[src/hw/mem_pkg.sv]
package mem_pkg;

    localparam int addr_w     = 32;
    localparam int data_w     = 64;
    localparam int line_w     = 128;
    localparam int line_bytes = line_w / 8;
    localparam int num_lines  = 16;
    localparam int off_w      = $clog2(line_bytes);
    localparam int idx_w      = $clog2(num_lines);
    localparam int tag_w      = addr_w - idx_w - off_w;

    localparam int seg_w      = 16;
    localparam int num_srcs   = 4;                 // register and segment inputs each.
    localparam int src_idx_w  = $clog2(num_srcs);
    localparam int num_ops    = 4;
    localparam int num_dests  = 2;
    localparam int num_sizes  = 4;                 // one override bit per size.

    localparam int size_bits  = 2;
    localparam int src_bits   = 4;
    localparam int kind_bits  = 2;

    // access size, 1 << code bytes.
    localparam logic [size_bits-1:0] size_b = 2'd0;
    localparam logic [size_bits-1:0] size_w = 2'd1;
    localparam logic [size_bits-1:0] size_d = 2'd2;
    localparam logic [size_bits-1:0] size_q = 2'd3;

    localparam logic [src_bits-1:0] src_reg0 = 4'd0;
    localparam logic [src_bits-1:0] src_reg1 = 4'd1;
    localparam logic [src_bits-1:0] src_reg2 = 4'd2;
    localparam logic [src_bits-1:0] src_reg3 = 4'd3;
    localparam logic [src_bits-1:0] src_seg0 = 4'd4;
    localparam logic [src_bits-1:0] src_seg1 = 4'd5;
    localparam logic [src_bits-1:0] src_seg2 = 4'd6;
    localparam logic [src_bits-1:0] src_seg3 = 4'd7;
    localparam logic [src_bits-1:0] src_mem  = 4'd8;   // loaded item.
    localparam logic [src_bits-1:0] src_imm  = 4'd9;
    localparam logic [src_bits-1:0] src_eip  = 4'd10;
    localparam logic [src_bits-1:0] src_none = 4'd11;

    localparam logic [kind_bits-1:0] dest_none = 2'd0;
    localparam logic [kind_bits-1:0] dest_reg  = 2'd1;
    localparam logic [kind_bits-1:0] dest_seg  = 2'd2;
    localparam logic [kind_bits-1:0] dest_mem  = 2'd3;

endpackage

[src/hw/operand_swap.sv]
`timescale 1ns/1ps

module operand_swap (
    input  logic [mem_pkg::num_srcs-1:0][mem_pkg::data_w-1:0]      reg_data,
    input  logic [mem_pkg::num_srcs-1:0][mem_pkg::seg_w-1:0]       seg_data,
    input  logic [mem_pkg::data_w-1:0]                             mem_data,
    input  logic [mem_pkg::data_w-1:0]                             imm,
    input  logic [mem_pkg::addr_w-1:0]                             eip,
    input  logic [mem_pkg::num_ops-1:0][mem_pkg::src_bits-1:0]     op_sel,
    input  logic [mem_pkg::num_dests-1:0][mem_pkg::src_bits-1:0]   dest_sel,
    input  logic [mem_pkg::addr_w-1:0]                             mem_addr,
    output logic [mem_pkg::num_ops-1:0][mem_pkg::data_w-1:0]       op_val,
    output logic [mem_pkg::num_dests-1:0][mem_pkg::addr_w-1:0]     dest_addr,
    output logic [mem_pkg::num_dests-1:0][mem_pkg::kind_bits-1:0]  dest_kind
);
    import mem_pkg::*;

    // position of a code inside its group of four.
    function automatic logic [src_idx_w-1:0] slot(input logic [src_bits-1:0] sel,
                                                  input logic [src_bits-1:0] base);
        slot = src_idx_w'(sel - base);
    endfunction

    always_comb begin
        for (int i = 0; i < num_ops; i++) begin
            case (op_sel[i])
                src_reg0, src_reg1, src_reg2, src_reg3: begin
                    op_val[i] = reg_data[slot(op_sel[i], src_reg0)];
                end
                src_seg0, src_seg1, src_seg2, src_seg3: begin
                    op_val[i] = data_w'(seg_data[slot(op_sel[i], src_seg0)]);
                end
                src_mem: begin
                    op_val[i] = mem_data;
                end
                src_imm: begin
                    op_val[i] = imm;
                end
                src_eip: begin
                    op_val[i] = data_w'(eip);
                end
                src_none: begin
                    op_val[i] = '0;
                end
                default: begin
                    op_val[i] = '0;           // unused codes read as zero.
                end
            endcase
        end
    end

    // register and segment destinations carry their index as the address.
    always_comb begin
        for (int j = 0; j < num_dests; j++) begin
            case (dest_sel[j])
                src_reg0, src_reg1, src_reg2, src_reg3: begin
                    dest_kind[j] = dest_reg;
                    dest_addr[j] = addr_w'(slot(dest_sel[j], src_reg0));
                end
                src_seg0, src_seg1, src_seg2, src_seg3: begin
                    dest_kind[j] = dest_seg;
                    dest_addr[j] = addr_w'(slot(dest_sel[j], src_seg0));
                end
                src_mem: begin
                    dest_kind[j] = dest_mem;
                    dest_addr[j] = mem_addr;
                end
                default: begin
                    dest_kind[j] = dest_none;  // also imm, eip and src_none.
                    dest_addr[j] = '0;
                end
            endcase
        end
    end

endmodule

[config.mk]
export PLATFORM = sky130hd
export DESIGN_NAME = operand_swap
export DESIGN_NICKNAME = d
export VERILOG_FILES = /design/src/hw/mem_pkg.sv /design/src/hw/operand_swap.sv
export SDC_FILE = /design/constraint.sdc
export NUM_CORES = 1
export LEC_CHECK = 0
export ABC_AREA = 1
export BUFFER_PORTS_ARGS = -buffer_cell sky130_fd_sc_hd__buf_2
export CORE_AREA = 2 2 340 342
export DETAILED_ROUTE_END_ITERATION = 8
export DIE_AREA = 0 0 342 344
export MAX_ROUTING_LAYER = met4
export PLACE_DENSITY = 0.35
export SYNTH_ARGS = -nofsm -noshare
export SYNTH_HDL_FRONTEND = slang
export SYNTH_SLANG_ARGS = --single-unit
[constraint.sdc]
create_clock -name vclk -period 1.9
set_clock_uncertainty 0.1 [all_clocks]
set_input_delay 0.285 -clock vclk [all_inputs]
set_output_delay 0.285 -clock vclk [all_outputs]
set_load 0.03 [all_outputs]
# Word-level counts from Yosys, hierarchy flattened
# Cells that the tools add are included.
# classes
addsub	6
reduce_logical	18
n_eq_ne	56
order_cmp	8
mux	24
# op_table
op	count
one-hot mux 64 bit (5 select lines)	4
binary-select mux 64 bit (select 2 bit)	4
2-to-1 mux 64 bit	4
one-hot mux 32 bit (3 select lines)	2
binary-select mux 16 bit (select 2 bit)	4
== test 4 x 3 -> 1 bit, second input constant	24
2-to-1 mux 16 bit	4
== test 4 bit, second input constant	14
== test 4 x 2 -> 1 bit, second input constant	12
OR reduction 4 bit	12
== test 4 x 1 -> 1 bit, second input constant	6
logical NOT 4 bit	6
less-than comparator 2 x 3 -> 1 bit, second input constant	8
one-hot mux 2 bit (3 select lines)	2
subtractor 2 x 1 -> 2 bit, second input constant	6
# word_totals
output_inout_bits	324
reg_bits	0
word_cells	112
inputBits	536

# Depth between registers and ports, before layout
# logic_depth
depth_word	4
mapped_depth	10
mapped_depth_nobuf	7

# Least setup slack after synthesis
# OpenSTA, ideal clock, no wires.
# synth_timing
path_kind	in2out
from	input op_sel[13] (netlist bit)
to	output op_val[246] (netlist bit)
arrival_time_ps	1338
stages	10
path_buffers	3
slack_ps	177
required_ps	1515
cell_sequence	buf_4 > inv_4 > nand2_1 > nor2_2 > buf_4 > buf_6 > nand2_1 > o21ai_1 > inv_1 > nand2_1
# synth_lines
element	line	text
start, declared	operand_swap.sv:9	input logic [mem_pkg::num_ops-1:0][mem_pkg::src_bits-1:0] op_sel,
end, declared	operand_swap.sv:12	output logic [mem_pkg::num_ops-1:0][mem_pkg::data_w-1:0] op_val,

==> flow_metrics.tcl <==
set metrics [dict create \
    outcome "complete, but fails checks" \
    failed_checks "setup timing" \
    synthesis.nets 5066 \
    rsz0062_at_grt "true" \
    max_slew_margin_pct 64.50 \
    netlist_top_cells_count "nand2_1 (2641), nor2_1 (520), inv_1 (324)" \
    ys_types 19 \
    grt_use_met3_pct 5.870 \
    ios 860 \
    met1_usage_pct 34.38 \
    postLayoutSetupSlackWorst_ps -116.7 \
    fillers 13080 \
    drt_first_pass_iters 6 \
    first_global_vias 30910 \
    antenna_found_initial 53 \
    grt_pass1_wl_mm 233.0 \
    synthDominantCellAreaShare_pct 53.97 \
    grt_start_max_net_pins 40 \
    dieArea_um2 117600 \
    netlist_area_um2 18370 \
    crit_path_max_fanout 7 \
    global_route.usage.met2_pct 45.36 \
    p_leak_nw 19.60 \
    cellPowerDensity_nw_per_um2 271.3 \
    count_of_routing_violations_after_the_opening_detailed_route_iteration 3375 \
    final_nets 6129 \
    floorplan.initialDensity_pct 16.13 \
    dr_total_vias 33620 \
    finalNonFillerCells 7160 \
    port_buffers 860 \
    area_growth_syn_to_layout_pct 89.26 \
    multi_input_area_um2 17770 \
    numPlacedInstances 6932 \
    drt-vias-per-instance 4.696 \
    synthCells 4530 \
    synth_most_common_cell "nand2_1" \
    row_count 124 \
    internal_power_mw 3.696 \
    die-width_um 342 \
    routed_length_per_instance_um 24.05 \
    report.power.total_mw 9.432 \
    detailed_place_hpwl_mm 119.9 \
    hold_violations 0 \
    grt_most_used_layer "met2" \
    drt_wl_total_mm 172.2 \
    ys_top_cells_by_area "nand2_1 (54%), nor2_1 (11%), inv_1 (6.6%), a21oi_1 (5.2%), nand3_1 (5.2%)" \
    post-route-drc-count 0 \
    worstSetupEndpointType "primary output" \
    syn_avg_cell_area_um2 4.055 \
    seqPwrFrac_pct 0 \
    pwr-share-clk_pct 0 \
    core-area_um2 113900 \
    post_cts_hold_buffer_count 0 \
    seqCellArea_um2 0 \
    fin_crit_sh_pct 106.1 \
    timing.final.max_slew_violations 0 \
    maximum_capacitance_violations 0 \
    comb_power_share_pct 100.0 \
    worst_ep_required_time_ps 1510 \
    worst_hold_path_type "input port to primary output" \
    setup_violations 170 \
    overflow 0 \
    groute.usage.overall_pct 28.17 \
    worst_ep_arrival_time_ps 1630 \
    synth.yosys.seq_area_share_pct 0 \
    netSwitchingFraction_pct 60.81 \
    timing.setup.critical_path_class "input port to primary output" \
    design.seq.count 0 \
    antenna_left 0 \
    dieHeight_um 344 \
    yosys.area.top_type "nand2_1" \
    crit_path_start_kind "input port" \
    layout_min_cycle_time_ps 2017 \
    max-vdd-ir-drop_uv 147.0 \
    max_freq_ghz 0.4959 \
    number_of_warnings_issued_by_yosys 0 \
    hold-path-cell-count 3 \
    power.switching_mw 5.736 \
    timing_worst_slew_pin_value_ps 526.9 \
    place_congestion 0.9327 \
    clockBufferCount 0 \
    post_route_cells_drive_above_1_share_pct 33.36 \
]
-- layout make-up --
| type | instances | share of cell area (%) |
|---|---|---|
| timing repair buffer | 1349 | 39.09 |
| inverter | 342 | 3.937 |
| multi-input combinational | 3900 | 51.12 |
| antenna | 57 | 0.4103 |
| tap | 1512 | 5.442 |
-- worst max-delay path, stage by stage --
cell,delay [ps]
buf_12,120
buf_12,130
buf_12,120
nand2_8,110
buf_12,140
buf_16,190
nor2_1,60
a21oi_1,110
nand2_1,60
nand2_1,70
nand2_2,60
buf_6,130
-- per-stage QoR --
stage	setup TNS (ps)	hold slack, ps	utilization [%]	area (um^2)	worst slack (ps)
3_5_place_dp	-46200	788.2	23.97	27300	-375.8
2_1_floorplan	0	643.1	-	18370	176.7
5_1_grt	-16970	800.9	30.49	34720	-156.0
4_1_cts	-13770	788.9	29.36	33440	-155.2
3_3_place_gp	-46330	782.5	23.97	27300	-356.9
6_report	-6163	786.0	30.53	34760	-116.7
-- final timing paths --
path               startpoint      endpoint  slack [ps]
setup / recovery    op_sel[0]    op_val[50]        -120
hold / removal    dest_sel[2]  dest_kind[0]         790
-- cells by family after synthesis --
| family | after synthesis | synth area share [%] |
|---|---|---|
| AO/OA/AOI/OAI | 520 | 14.20 |
| buffers and inverters | 632 | 14.99 |
| AND/OR/NAND/NOR | 3378 | 70.81 |
-- power groups by stage --
stage | logic [mW] | registers (mW) | clock network (mW)
finish | 9.43 | 0 | 0.00000398
global route | 10.0 | 0 | 0.00000271
CTS | 9.06 | 0 | 0
detailed placement | 7.38 | 0 | 0
global placement | 7.37 | 0 | 0
floorplan | 3.80 | 0 | 0
-- placed cells by master (no fill, tap or decap), types with 3 or more instances in the layout --
master     count
inv_1        322
buf_4        201
nor2_1       390
nand2_4       20
inv_8          5
inv_4          4
nand2_1     2459
a21oi_1      141
nand3_1      130
buf_8         16
buf_6        281
nand3_2       58
a21oi_4        5
buf_2        593
o22ai_1        4
nand2_8        9
inv_2          8
a21oi_2       46
o21ai_1      110
clkbuf_16      9
o21ai_0      168
nand2_2      158
buf_12       182
nand3_4        4
diode_2       57
buf_16        63
nor2_4        83
bufbuf_16      3
nor2_2        67
o21ai_2       45
-- timing repair --
action,CTS,global route
endpoints found under the hold margin,0,0
setup endpoints to repair,256,256
gates cloned,71,9
pin swaps,163,145
buffers inserted,93,25
gates resized for setup,983,360
-- routing by layer --
| metal | vias to the layer above | wire [um] |
|---|---|---|
| li1 | 15980 | - |
| met1 | 15570 | 69850 |
| met2 | 1756 | 80310 |
| met3 | 316 | 14810 |
| met4 | 0 | 7252 |
| met5 | - | 0 |
(Power assumes the default switching activity.)
